File: src/common/ppu_reg_params.svh
`ifndef PPU_REG_PARAMS_SVH
`define PPU_REG_PARAMS_SVH

// widths
`define PPU_DATA_W          8
`define PPU_LOOPY_W         15
`define PPU_FINE_X_W        3
`define PPU_VRAM_AW         11
`define PPU_PAL_AW          5

// region bounds on the low 14 bits of v
`define PPU_NT_BASE         14'h2000
`define PPU_PAL_BASE        14'h3F00

// data port steps, selected by ppuctrl bit 2
`define PPU_INC_ACROSS      15'd1
`define PPU_INC_DOWN        15'd32

// coarse scroll limits
`define PPU_COARSE_MAX      5'd31
`define PPU_COARSE_ROWS_END 5'd29

`endif

File: src/common/ppu_bus_pkg.sv
`default_nettype none

`include "ppu_reg_params.svh"

package ppu_bus_pkg;

    // one byte on the CPU data bus
    typedef logic [`PPU_DATA_W-1:0] ppu_byte_t;

    // register offsets, 3 and 4 are the OAM registers and are not decoded
    typedef enum logic [2:0] {
        PPUCTRL   = 3'd0,
        PPUMASK   = 3'd1,
        PPUSTATUS = 3'd2,
        PPUSCROLL = 3'd5,
        PPUADDR   = 3'd6,
        PPUDATA   = 3'd7
    } reg_sel_t;

    // shared by PPUSCROLL and PPUADDR
    typedef enum logic {
        FIRST_WRITE,
        SECOND_WRITE
    } wr_toggle_t;

endpackage

`default_nettype wire

File: src/common/ppu_vram_pkg.sv
`default_nettype none

`include "ppu_reg_params.svh"

package ppu_vram_pkg;

    // loopy layout: fine Y [14:12], nametable [11:10], coarse Y [9:5], coarse X [4:0]
    typedef logic [`PPU_LOOPY_W-1:0] loopy_addr_t;

    typedef logic [`PPU_FINE_X_W-1:0] fine_x_t;

    // 2 KiB of nametable RAM
    typedef logic [`PPU_VRAM_AW-1:0] vram_addr_t;

    // 32 palette entries
    typedef logic [`PPU_PAL_AW-1:0] pal_addr_t;

    typedef enum logic {
        MIRROR_HORIZONTAL,
        MIRROR_VERTICAL
    } mirror_t;

    typedef enum logic [1:0] {
        REGION_PATTERN,
        REGION_NAMETABLE,
        REGION_PALETTE
    } mem_region_t;

endpackage

`default_nettype wire

File: src/scroll/loopy_addr_reg.sv
`default_nettype none

`include "ppu_reg_params.svh"

module loopy_addr_reg (
    input  wire                        clk,
    input  wire                        rst_n,
    input  wire logic                  v_load,
    input  wire logic                  t_load,
    input  wire logic                  fine_x_load,
    input  wire ppu_vram_pkg::loopy_addr_t v_in,
    input  wire ppu_vram_pkg::loopy_addr_t t_in,
    input  wire ppu_vram_pkg::fine_x_t     fine_x_in,
    input  wire logic                  h_scroll,
    input  wire logic                  v_scroll,
    input  wire logic                  h_update,
    input  wire logic                  v_update,
    input  wire logic                  rendering,
    output ppu_vram_pkg::loopy_addr_t  v_addr,
    output ppu_vram_pkg::loopy_addr_t  t_addr,
    output ppu_vram_pkg::fine_x_t      fine_x
);
    import ppu_vram_pkg::*;

    loopy_addr_t v_next;
    logic [4:0]  coarse_x;
    logic [4:0]  coarse_y;
    logic [2:0]  fine_y;

    assign coarse_x = v_addr[4:0];
    assign coarse_y = v_addr[9:5];
    assign fine_y   = v_addr[14:12];

    // cpu load first, then the render-time operations in priority order
    always_comb begin
        v_next = v_addr;
        if (v_load) begin
            v_next = v_in;
        end else if (rendering) begin
            if (h_scroll) begin
                if (coarse_x == `PPU_COARSE_MAX) begin
                    v_next[4:0] = 5'd0;
                    v_next[10]  = ~v_addr[10];
                end else begin
                    v_next[4:0] = coarse_x + 5'd1;
                end
            end else if (v_scroll) begin
                if (fine_y != 3'd7) begin
                    v_next[14:12] = fine_y + 3'd1;
                end else begin
                    v_next[14:12] = 3'd0;
                    // row 29 is the last visible tile row
                    if (coarse_y == `PPU_COARSE_ROWS_END) begin
                        v_next[9:5] = 5'd0;
                        v_next[11]  = ~v_addr[11];
                    end else if (coarse_y == `PPU_COARSE_MAX) begin
                        v_next[9:5] = 5'd0;
                    end else begin
                        v_next[9:5] = coarse_y + 5'd1;
                    end
                end
            end else if (h_update) begin
                v_next[10]  = t_addr[10];
                v_next[4:0] = t_addr[4:0];
            end else if (v_update) begin
                v_next[14:11] = t_addr[14:11];
                v_next[9:5]   = t_addr[9:5];
            end
        end
    end

    always_ff @(posedge clk or negedge rst_n) begin
        if (!rst_n) begin
            v_addr <= '0;
            t_addr <= '0;
            fine_x <= '0;
        end else begin
            v_addr <= v_next;
            if (t_load) begin
                t_addr <= t_in;
            end
            if (fine_x_load) begin
                fine_x <= fine_x_in;
            end
        end
    end

endmodule

`default_nettype wire

File: src/source/ppu_mem_map.sv
`default_nettype none

`include "ppu_reg_params.svh"

module ppu_mem_map (
    input  wire ppu_vram_pkg::loopy_addr_t v_addr,
    input  wire ppu_vram_pkg::mirror_t     mirroring,
    output ppu_vram_pkg::mem_region_t      region,
    output ppu_vram_pkg::vram_addr_t       vram_addr,
    output ppu_vram_pkg::pal_addr_t        pal_addr
);
    import ppu_vram_pkg::*;

    // bit 14 of v is fine Y only, the bus sees 14 bits
    logic [13:0] map_addr;

    assign map_addr = v_addr[13:0];

    always_comb begin
        if (map_addr < `PPU_NT_BASE) begin
            region = REGION_PATTERN;
        end else if (map_addr < `PPU_PAL_BASE) begin
            region = REGION_NAMETABLE;
        end else begin
            region = REGION_PALETTE;
        end
    end

    // two physical tables, picked by bit 10 or bit 11
    always_comb begin
        if (mirroring == MIRROR_VERTICAL) begin
            vram_addr = {map_addr[10], map_addr[9:0]};
        end else begin
            vram_addr = {map_addr[11], map_addr[9:0]};
        end
    end

    // sprite backdrop entries share the background ones
    always_comb begin
        if (map_addr[4] && (map_addr[1:0] == 2'b00)) begin
            pal_addr = {1'b0, map_addr[3:0]};
        end else begin
            pal_addr = map_addr[4:0];
        end
    end

endmodule

`default_nettype wire

File: src/source/ppu_status_flags.sv
`default_nettype none

module ppu_status_flags (
    input  wire logic                  clk,
    input  wire logic                  rst_n,
    input  wire logic                  sp_over_set,
    input  wire logic                  sp_over_clr,
    input  wire logic                  sp_zero_set,
    input  wire logic                  sp_zero_clr,
    input  wire logic                  vblank_set,
    input  wire logic                  vblank_clr,
    input  wire logic                  status_read,
    input  wire logic                  last_write_en,
    input  wire ppu_bus_pkg::ppu_byte_t last_write,
    output ppu_bus_pkg::ppu_byte_t     status
);
    import ppu_bus_pkg::*;

    ppu_byte_t status_q;
    logic      clr_d1;
    logic      clr_d2;
    logic      vblank_kill;

    // delayed read clear or external clear, either one flushes the pipe
    assign vblank_kill = vblank_clr | clr_d2;

    always_ff @(posedge clk or negedge rst_n) begin
        if (!rst_n) begin
            status_q <= '0;
            clr_d1   <= 1'b0;
            clr_d2   <= 1'b0;
        end else begin
            // open bus bits
            if (last_write_en) begin
                status_q[4:0] <= last_write[4:0];
            end
            clr_d1 <= status_read;
            clr_d2 <= clr_d1;

            if (sp_over_clr) begin
                status_q[5] <= 1'b0;
            end else if (sp_over_set) begin
                status_q[5] <= 1'b1;
            end

            if (sp_zero_clr) begin
                status_q[6] <= 1'b0;
            end else if (sp_zero_set) begin
                status_q[6] <= 1'b1;
            end

            if (vblank_kill) begin
                status_q[7] <= 1'b0;
                clr_d1      <= 1'b0;
                clr_d2      <= 1'b0;
            end else if (vblank_set) begin
                status_q[7] <= 1'b1;
            end
        end
    end

    assign status = status_q;

endmodule

`default_nettype wire

File: src/source/ppu_reg_inter.sv
`default_nettype none

`include "ppu_reg_params.svh"

module ppu_reg_inter (
    input  wire logic                      clk,
    input  wire logic                      rst_n,
    input  wire ppu_bus_pkg::reg_sel_t     reg_sel,
    input  wire logic                      reg_en,
    input  wire logic                      reg_rw,
    input  wire ppu_bus_pkg::ppu_byte_t    reg_data_in,
    output ppu_bus_pkg::ppu_byte_t         reg_data_out,
    input  wire logic                      sp_over_set,
    input  wire logic                      sp_over_clr,
    input  wire logic                      sp_zero_set,
    input  wire logic                      sp_zero_clr,
    input  wire logic                      vblank_set,
    input  wire logic                      vblank_clr,
    input  wire logic                      h_scroll,
    input  wire logic                      v_scroll,
    input  wire logic                      h_update,
    input  wire logic                      v_update,
    input  wire logic                      rendering,
    input  wire ppu_vram_pkg::mirror_t     mirroring,
    output ppu_vram_pkg::vram_addr_t       vram_addr,
    output logic                           vram_we,
    output logic                           vram_re,
    output ppu_bus_pkg::ppu_byte_t         vram_wr_data,
    input  wire ppu_bus_pkg::ppu_byte_t    vram_rd_data,
    output ppu_vram_pkg::pal_addr_t        pal_addr,
    output logic                           pal_we,
    output logic                           pal_re,
    output ppu_bus_pkg::ppu_byte_t         pal_wr_data,
    input  wire ppu_bus_pkg::ppu_byte_t    pal_rd_data,
    output ppu_bus_pkg::ppu_byte_t         ppuctrl,
    output ppu_bus_pkg::ppu_byte_t         ppumask,
    output ppu_vram_pkg::loopy_addr_t      v_addr,
    output ppu_vram_pkg::fine_x_t          fine_x
);
    import ppu_bus_pkg::*;
    import ppu_vram_pkg::*;

    loopy_addr_t t_addr;
    loopy_addr_t v_in;
    loopy_addr_t t_in;
    loopy_addr_t v_step;
    fine_x_t     fine_x_in;
    logic        v_load;
    logic        t_load;
    logic        fine_x_load;
    ppu_byte_t   ppuctrl_next;
    ppu_byte_t   ppumask_next;
    ppu_byte_t   read_buf;
    ppu_byte_t   read_buf_next;
    ppu_byte_t   reg_data_out_next;
    ppu_byte_t   status;
    wr_toggle_t  toggle;
    wr_toggle_t  toggle_next;
    mem_region_t region;
    logic        status_read;
    logic        last_write_en;

    loopy_addr_reg i_loopy (
        .clk, .rst_n,
        .v_load, .t_load, .fine_x_load,
        .v_in, .t_in, .fine_x_in,
        .h_scroll, .v_scroll, .h_update, .v_update, .rendering,
        .v_addr, .t_addr, .fine_x
    );

    ppu_mem_map i_mem_map (
        .v_addr, .mirroring, .region, .vram_addr, .pal_addr
    );

    ppu_status_flags i_status (
        .clk, .rst_n,
        .sp_over_set, .sp_over_clr, .sp_zero_set, .sp_zero_clr,
        .vblank_set, .vblank_clr,
        .status_read, .last_write_en,
        .last_write (reg_data_in),
        .status
    );

    // data port step, across a row or down a column
    assign v_step = v_addr + (ppuctrl[2] ? `PPU_INC_DOWN : `PPU_INC_ACROSS);

    always_ff @(posedge clk or negedge rst_n) begin
        if (!rst_n) begin
            ppuctrl      <= '0;
            ppumask      <= '0;
            toggle       <= FIRST_WRITE;
            read_buf     <= '0;
            reg_data_out <= '0;
        end else begin
            ppuctrl      <= ppuctrl_next;
            ppumask      <= ppumask_next;
            toggle       <= toggle_next;
            read_buf     <= read_buf_next;
            reg_data_out <= reg_data_out_next;
        end
    end

    always_comb begin
        ppuctrl_next      = ppuctrl;
        ppumask_next      = ppumask;
        toggle_next       = toggle;
        read_buf_next     = read_buf;
        reg_data_out_next = reg_data_out;
        v_in              = v_addr;
        t_in              = t_addr;
        fine_x_in         = fine_x;
        v_load            = 1'b0;
        t_load            = 1'b0;
        fine_x_load       = 1'b0;
        vram_we           = 1'b0;
        vram_re           = 1'b0;
        vram_wr_data      = '0;
        pal_we            = 1'b0;
        pal_re            = 1'b0;
        pal_wr_data       = '0;
        status_read       = 1'b0;
        last_write_en     = 1'b0;
        if (reg_en) begin
            case (reg_sel)
                PPUCTRL: begin
                    if (reg_rw) begin
                        ppuctrl_next   = reg_data_in;
                        // base nametable select
                        t_in[11:10]    = reg_data_in[1:0];
                        t_load         = 1'b1;
                        last_write_en  = 1'b1;
                    end
                end
                PPUMASK: begin
                    if (reg_rw) begin
                        ppumask_next  = reg_data_in;
                        last_write_en = 1'b1;
                    end
                end
                PPUSTATUS: begin
                    if (!reg_rw) begin
                        reg_data_out_next = status;
                        status_read       = 1'b1;
                        toggle_next       = FIRST_WRITE;
                    end
                end
                PPUSCROLL: begin
                    if (reg_rw) begin
                        t_load        = 1'b1;
                        last_write_en = 1'b1;
                        if (toggle == FIRST_WRITE) begin
                            fine_x_in   = reg_data_in[2:0];
                            fine_x_load = 1'b1;
                            t_in[4:0]   = reg_data_in[7:3];
                            toggle_next = SECOND_WRITE;
                        end else begin
                            t_in[14:12] = reg_data_in[2:0];
                            t_in[9:5]   = reg_data_in[7:3];
                            toggle_next = FIRST_WRITE;
                        end
                    end
                end
                PPUADDR: begin
                    if (reg_rw) begin
                        t_load        = 1'b1;
                        last_write_en = 1'b1;
                        if (toggle == FIRST_WRITE) begin
                            // top bit of the 15-bit address is dropped
                            t_in[14:8]  = {1'b0, reg_data_in[5:0]};
                            toggle_next = SECOND_WRITE;
                        end else begin
                            t_in[7:0]   = reg_data_in;
                            v_in        = {t_addr[14:8], reg_data_in};
                            v_load      = 1'b1;
                            toggle_next = FIRST_WRITE;
                        end
                    end
                end
                PPUDATA: begin
                    v_in   = v_step;
                    v_load = 1'b1;
                    if (reg_rw) begin
                        last_write_en = 1'b1;
                        if (region == REGION_NAMETABLE) begin
                            vram_we      = 1'b1;
                            vram_wr_data = reg_data_in;
                        end else if (region == REGION_PALETTE) begin
                            pal_we      = 1'b1;
                            pal_wr_data = reg_data_in;
                        end
                    end else begin
                        // palette bypasses the buffer, nametable goes through it
                        if (region == REGION_NAMETABLE) begin
                            vram_re           = 1'b1;
                            read_buf_next     = vram_rd_data;
                            reg_data_out_next = read_buf;
                        end else if (region == REGION_PALETTE) begin
                            pal_re            = 1'b1;
                            reg_data_out_next = pal_rd_data;
                        end else begin
                            reg_data_out_next = read_buf;
                        end
                    end
                end
                default: begin
                    // OAM offsets are not decoded
                end
            endcase
        end
    end

endmodule

`default_nettype wire

File: config.mk
export PLATFORM = sky130hd
export DESIGN_NAME = ppu_reg_inter
export DESIGN_NICKNAME = d
export VERILOG_FILES = /design/src/common/ppu_bus_pkg.sv /design/src/common/ppu_vram_pkg.sv /design/src/scroll/loopy_addr_reg.sv /design/src/source/ppu_mem_map.sv /design/src/source/ppu_status_flags.sv /design/src/source/ppu_reg_inter.sv
export VERILOG_INCLUDE_DIRS = /design/src /design/src/common
export SDC_FILE = /design/constraint.sdc
export NUM_CORES = 1
export LEC_CHECK = 0
export ABC_AREA = 1
export ABC_CLOCK_PERIOD_IN_PS = 4800
export BUFFER_PORTS_ARGS = -buffer_cell sky130_fd_sc_hd__buf_2
export CAP_MARGIN = 20
export CORE_MARGIN = 2
export CORE_UTILIZATION = 30
export CTS_CLUSTER_SIZE = 25
export DETAILED_ROUTE_END_ITERATION = 8
export GPL_TIMING_DRIVEN = 0
export PLACE_DENSITY = 0.5
export SLEW_MARGIN = 20
export SYNTH_ARGS = -nofsm -noshare
export SYNTH_HDL_FRONTEND = slang
export SYNTH_SLANG_ARGS = --single-unit
File: constraint.sdc
create_clock -name clk -period 4.8 [get_ports clk]
set_input_delay 0.48 -clock clk [delete_from_list [all_inputs] [get_ports clk]]
set_output_delay 0.48 -clock clk [all_outputs]
set_load 0.02 [all_outputs]
; ---- Yosys cells after proc, flatten, opt, wreduce, memory -nomap -nowiden
; Cells that the tools add are included.
[totals]
regBits = 76
in_bits = 43
mem_count = 0
latch_bits = 0
mem_bits_ro = 0
ramBits = 0
[op_classes]
add_sub_neg = 4
n_mul = 0
n_mux = 101
n_reduce_logical = 31
n_bitwise = 5
shifts = 0
order_cmp = 2
eq_ne = 31
div = 0
[ops]
columns = cell, count
row1 = two-way mux 8 bit, 14
row2 = two-way mux 15 bit, 6
row3 = two-way mux 5 bit, 14
row4 = two-way mux 1 bit, 46
row5 = case mux 15 bit (2 select lines), 1
row6 = "less-than comparator 14 bit, second input constant", 2
row7 = AND reduction 7 bit, 4
row8 = "inequality test 2 bit, second input constant", 10
row9 = case mux 10 bit (2 select lines), 1
row10 = two-way mux 4 bit, 4
row11 = case mux 8 bit (2 select lines), 1
row12 = AND reduction 8 bit, 2
row13 = nonzero test 2 bit, 8
row14 = adder 15 x 6 -> 15 bit, 1
row15 = "== test 5 bit, second input constant", 3
row16 = "inequality test 3 bit, second input constant", 4
row17 = AND reduction 4 bit, 3
row18 = two-way mux 11 bit, 1
row19 = "adder 5 x 1 -> 5 bit, second input constant", 2
row20 = two-way mux 10 bit, 1
row21 = AND reduction 10 bit, 1
row22 = "== test 3 bit, second input constant", 3
row23 = two-way mux 3 bit, 3
row24 = "inequality test 3 x 2 -> 1 bit, second input constant", 3
row25 = 26 further kinds, 36

; ---- Longest topological paths before layout
[logic_depth]
ltp_word = 9
depth_mapped = 13
ltp_nobuf = 13

; ---- Cells and area by module
; Synthesis repeated with hierarchy kept, for this count alone.
[unflattened]
hier_cells = 775
hier_area_um2 = 5366.4
[modules_own_cells]
columns = module, n_inst, seq_area_each_um2, cells_per_inst, area_each_um2
row1 = ppu_reg_inter, 1, 825.8, 486, 3029.2
row2 = loopy_addr_reg, 1, 825.8, 225, 1814.2
row3 = ppu_status_flags, 1, 250.2, 39, 359.1
row4 = ppu_mem_map, 1, 0.0, 25, 163.9

; ---- Worst setup path after synthesis
; Ideal clock, no wire load.
[synth_path]
kind = flip-flop to output port
startpoint = reg i_loopy.v_addr[13]
endpoint = out pal_wr_data[0]
arrival_time_ns = 1.934
n_path_buf = 0
path_stages_with_launch = 8
setup_slack_ns = 2.386
cell_sequence = dfrtp_1 -> ha_1 -> nand3_1 -> nor2_4 -> nand2_1 -> nor2_1 -> inv_1 -> nor2_1
[synth_via]
elab_chain_len = 9
word_cells_on_any_way = 11
classes_between = order compare: 2 / eq/ne: 2 / mux: 7
[synth_lines]
columns = item, line
row1 = "start, declared", loopy_addr_reg.sv:19  ; output ppu_vram_pkg::loopy_addr_t v_addr,
row2 = "start signal, assigned", loopy_addr_reg.sv:78  ; v_addr <= v_next;
row3 = less-than comparator 14 bit (no line), -
row4 = two-way mux 2 bit, ppu_mem_map.sv:22  ; end else if (map_addr < `PPU_PAL_BASE) begin
row5 = two-way mux 2 bit (*), ppu_mem_map.sv:20  ; if (map_addr < `PPU_NT_BASE) begin
row6 = == test 2 bit, ppu_reg_inter.sv:187  ; end else if (region == REGION_PALETTE) begin
row7 = two-way mux 8 bit, ppu_reg_inter.sv:187
row8 = two-way mux 8 bit (*), ppu_reg_inter.sv:184  ; if (region == REGION_NAMETABLE) begin
row9 = two-way mux 8 bit (*), ppu_reg_inter.sv:182  ; if (reg_rw) begin
row10 = two-way mux 8 bit (*), ppu_reg_inter.sv:124  ; case (reg_sel)
row11 = two-way mux 8 bit (*), ppu_reg_inter.sv:123  ; if (reg_en) begin
row12 = "end, declared", ppu_reg_inter.sv:33  ; output ppu_bus_pkg::ppu_byte_t pal_wr_data,
; Mark *: on every way between the ends. The rest lies on a longest branch, timed or not.

; ---- Final worst setup path
; Ends and elaborated chain as after synthesis.

==> impl_metrics.py <==
metrics = {
    "status": {
        "status": "completed",
    },
    "placed_design": {
        "port_buffers": 120,
        "dp_slack_ps": 2280,
        "placed_cells": 998,
        "place_hpwl_mm": 11.7,
        "gp_congestion": 0.925,
        "placed_area_um2": 5600,
    },
    "layout": {
        "fin_area_um2": 5880,
        "nets": 852,
        "areaGrowthSynthToFinish_pct": 24.7,
        "antenna_cells": 0,
        "final_cells": 1014,
        "final_layout_size_suffix_gt1_frac": 0.239,
        "final_core_util": 0.385,
    },
    "routing": {
        "ant_nets": 0,
        "num_vias": 4764,
        "route.detailed.drc": 0,
        "wl_per_cell_um": 14.9,
        "drt_first_iter_violations": 333,
        "drt_wl_total_mm": 15.1,
        "vias_per_cell": 4.70,
        "firstDrtPassIters": 5,
    },
    "worst_setup_path": {
        "cp-startpoint": "i_loopy.v_addr[13]$_DFFE_PN0P_",
        "start_kind": "register",
        "path_max_fanout": 8,
        "crit_type": "reg2out",
        "reg2reg_depth": 7,
        "r2r-start": "i_loopy.v_addr[13]$_DFFE_PN0P_",
        "cp.arrival_ps": 2430,
        "crit_path_end_kind": "output port",
        "required_ps": 4320,
    },
    "global_routing": {
        "grt_overflow_total": 0,
        "track_usage": 0.189,
        "grt_max_degree": 44,
        "antenna_found_initial": 0,
        "grt_pass1_wl_mm": 24.2,
        "grt_pass1_vias": 4605,
    },
    "synth": {
        "synthMuxAreaShare": 0.00212,
        "synth_top_family_by_area": "simple AND/OR/NAND/NOR gates",
        "netlist_top_cells_count": "nand2_1 (189), dfrtp_1 (76), o21ai_0 (69)",
        "postSynthAreaPerCell_um2": 7.08,
        "synth.distinct_cells": 37,
        "postSynthNetCount": 720,
        "synthSimpleGateAreaFrac": 0.311,
        "postSynthRegisterBits": 76,
        "yosys_warnings": 0,
        "synthAdderAreaFrac": 0.0292,
        "ys.flop_type": "dfrtp_1",
        "synth-xor-area-share": 0.00743,
        "netlist.area_leader.share": 0.404,
        "synth_edf_count": 0,
        "seq_area_frac_synth": 0.404,
        "synth_cells": 666,
        "synthTopCellsByArea": "dfrtp_1 (40%), nand2_1 (15%), o21ai_0 (7.3%)",
        "synth_compound_area_frac": 0.145,
        "netlist.top_cell.by_area": "dfrtp_1",
        "synth.most_common_cell": "nand2_1",
        "synth-async-reset-ratio": 1.00,
        "syn-cell-area_um2": 4710,
    },
    "floorplanning": {
        "die_w_um": 129,
        "io_pins": 121,
        "dieArea_um2": 16700,
        "coreArea_um2": 15300,
        "initial_core_util": 0.309,
        "row_count": 45,
        "die_h_um": 129,
    },
    "timing": {
        "hold_viol": 0,
        "slew_viol_final": 0,
        "holdWs_ps": 85.4,
        "layout_setup_ws_ps": 1890,
        "min_period_ps": 2910,
        "tightestPinTransition_ps": 559,
        "finalSetupViolCount": 0,
        "skew_ps": 4.85,
        "timing.setup.tns_ps": 0,
        "timing.fmax_mhz": 344,
        "period_share": 0.606,
        "rsz0062_at_grt": "false",
        "slew_headroom": 0.625,
    },
    "clock_tree": {
        "clk_path_buf_depth": 2,
        "cts.sinks": 76,
        "cts_hold_buf": 0,
        "insertion_delay_ps": 350,
        "cts-root-buf": "clkbuf_16",
        "tritoncts": "built",
        "cts_resized": 0,
        "cts_buffers": 9,
        "post_cts_buffers": 0,
        "htree_levels": 3,
        "clkTransAtPathRegs_ps": 60,
    },
    "worst_hold_path": {
        "worstHoldPathType": "in2async",
    },
    "power_and_ir_drop": {
        "peakVddDrop_mv": 0.160,
        "p_per_area_nw_per_um2": 424,
        "finalPower_mw": 2.49,
        "leakage_nw": 3.14,
    },
    "run": {
        "maxCapViolCount": 0,
    },
}
## per-layer routing
layer	wire [um]	share of wire	track usage
met2	6410	0.43	0.278
met5	0	0	0
met4	310	0.021	0.0697
met3	933	0.062	0.0483
met1	7430	0.49	0.267
## layout by cell type, fill, tap and decap left out, types with 5 or more instances in the layout
| master | netlist | layout |
|---|---|---|
| a21oi_1 | 45 | 45 |
| buf_2 | 7 | 126 |
| buf_4 | 15 | 16 |
| clkbuf_1 | 4 | 5 |
| clkbuf_16 | 0 | 9 |
| dfrtp_1 | 76 | 76 |
| ha_1 | 11 | 11 |
| inv_1 | 62 | 62 |
| inv_2 | 7 | 7 |
| nand2_1 | 189 | 189 |
| nand2_2 | 9 | 9 |
| nand3_1 | 61 | 61 |
| nor2_1 | 65 | 65 |
| o21ai_0 | 69 | 69 |
| o21ai_1 | 6 | 6 |
## cells by family after synthesis
kind of cell	Yosys count
xor+xnor	4
compound gates	130
flops	76
fa+ha+maj	11
buf+inv	101
simple gates	343
mux	1
## state kept, by name, summed over array words and instances (netlist names), 3 cells and up
name	cells
ppumask	8
i_loopy.v_addr	15
i_loopy.fine_x	3
reg_data_out	8
read_buf	8
ppuctrl	8
i_status.status	8
i_loopy.t_addr	15
## worst paths after layout
check / end / slack (ps)
max: pal_wr_data[0] / 1890
min in group clk: i_status.status[6]$_DFFE_PN0P_ / 280
min: i_loopy.fine_x[1]$_DFFE_PN0P_ / 90
max reg2reg: reg_data_out[7]$_DFFE_PN0P_ / 2750
min reg2reg: i_status.clr_d2$_DFF_PN0_ / 470
max in group asynchronous: i_loopy.v_addr[13]$_DFFE_PN0P_ / 4120
## worst max-delay path, cell delays in order, from the launching register on
cell and delay (ps):
dfrtp_1 560, ha_1 290, nand3_1 170, nor2_4 240
nand2_1 120, nor2_1 220, inv_1 180, nor2_1 120
buf_2 170
## report_power, final
group,switching [mW],internal [mW],leakage (nW),total [mW]
logic,0.550,0.322,2.07,0.872
registers,0.162,0.807,0.938,0.969
clock network,0.286,0.365,0.136,0.651
total,0.998,1.49,3.14,2.49
## cell type report
class                   instances  area (um^2)
plain buffers                  31          213
clock buffers                  11          243
clock inverters                 5         35.0
fillers                      1618         9380
inverters                      70          263
multi-input cells             489         2340
flip-flops and latches         76         1900
well taps                     211          264
repair buffers                121          623
(Power assumes the default switching activity.)
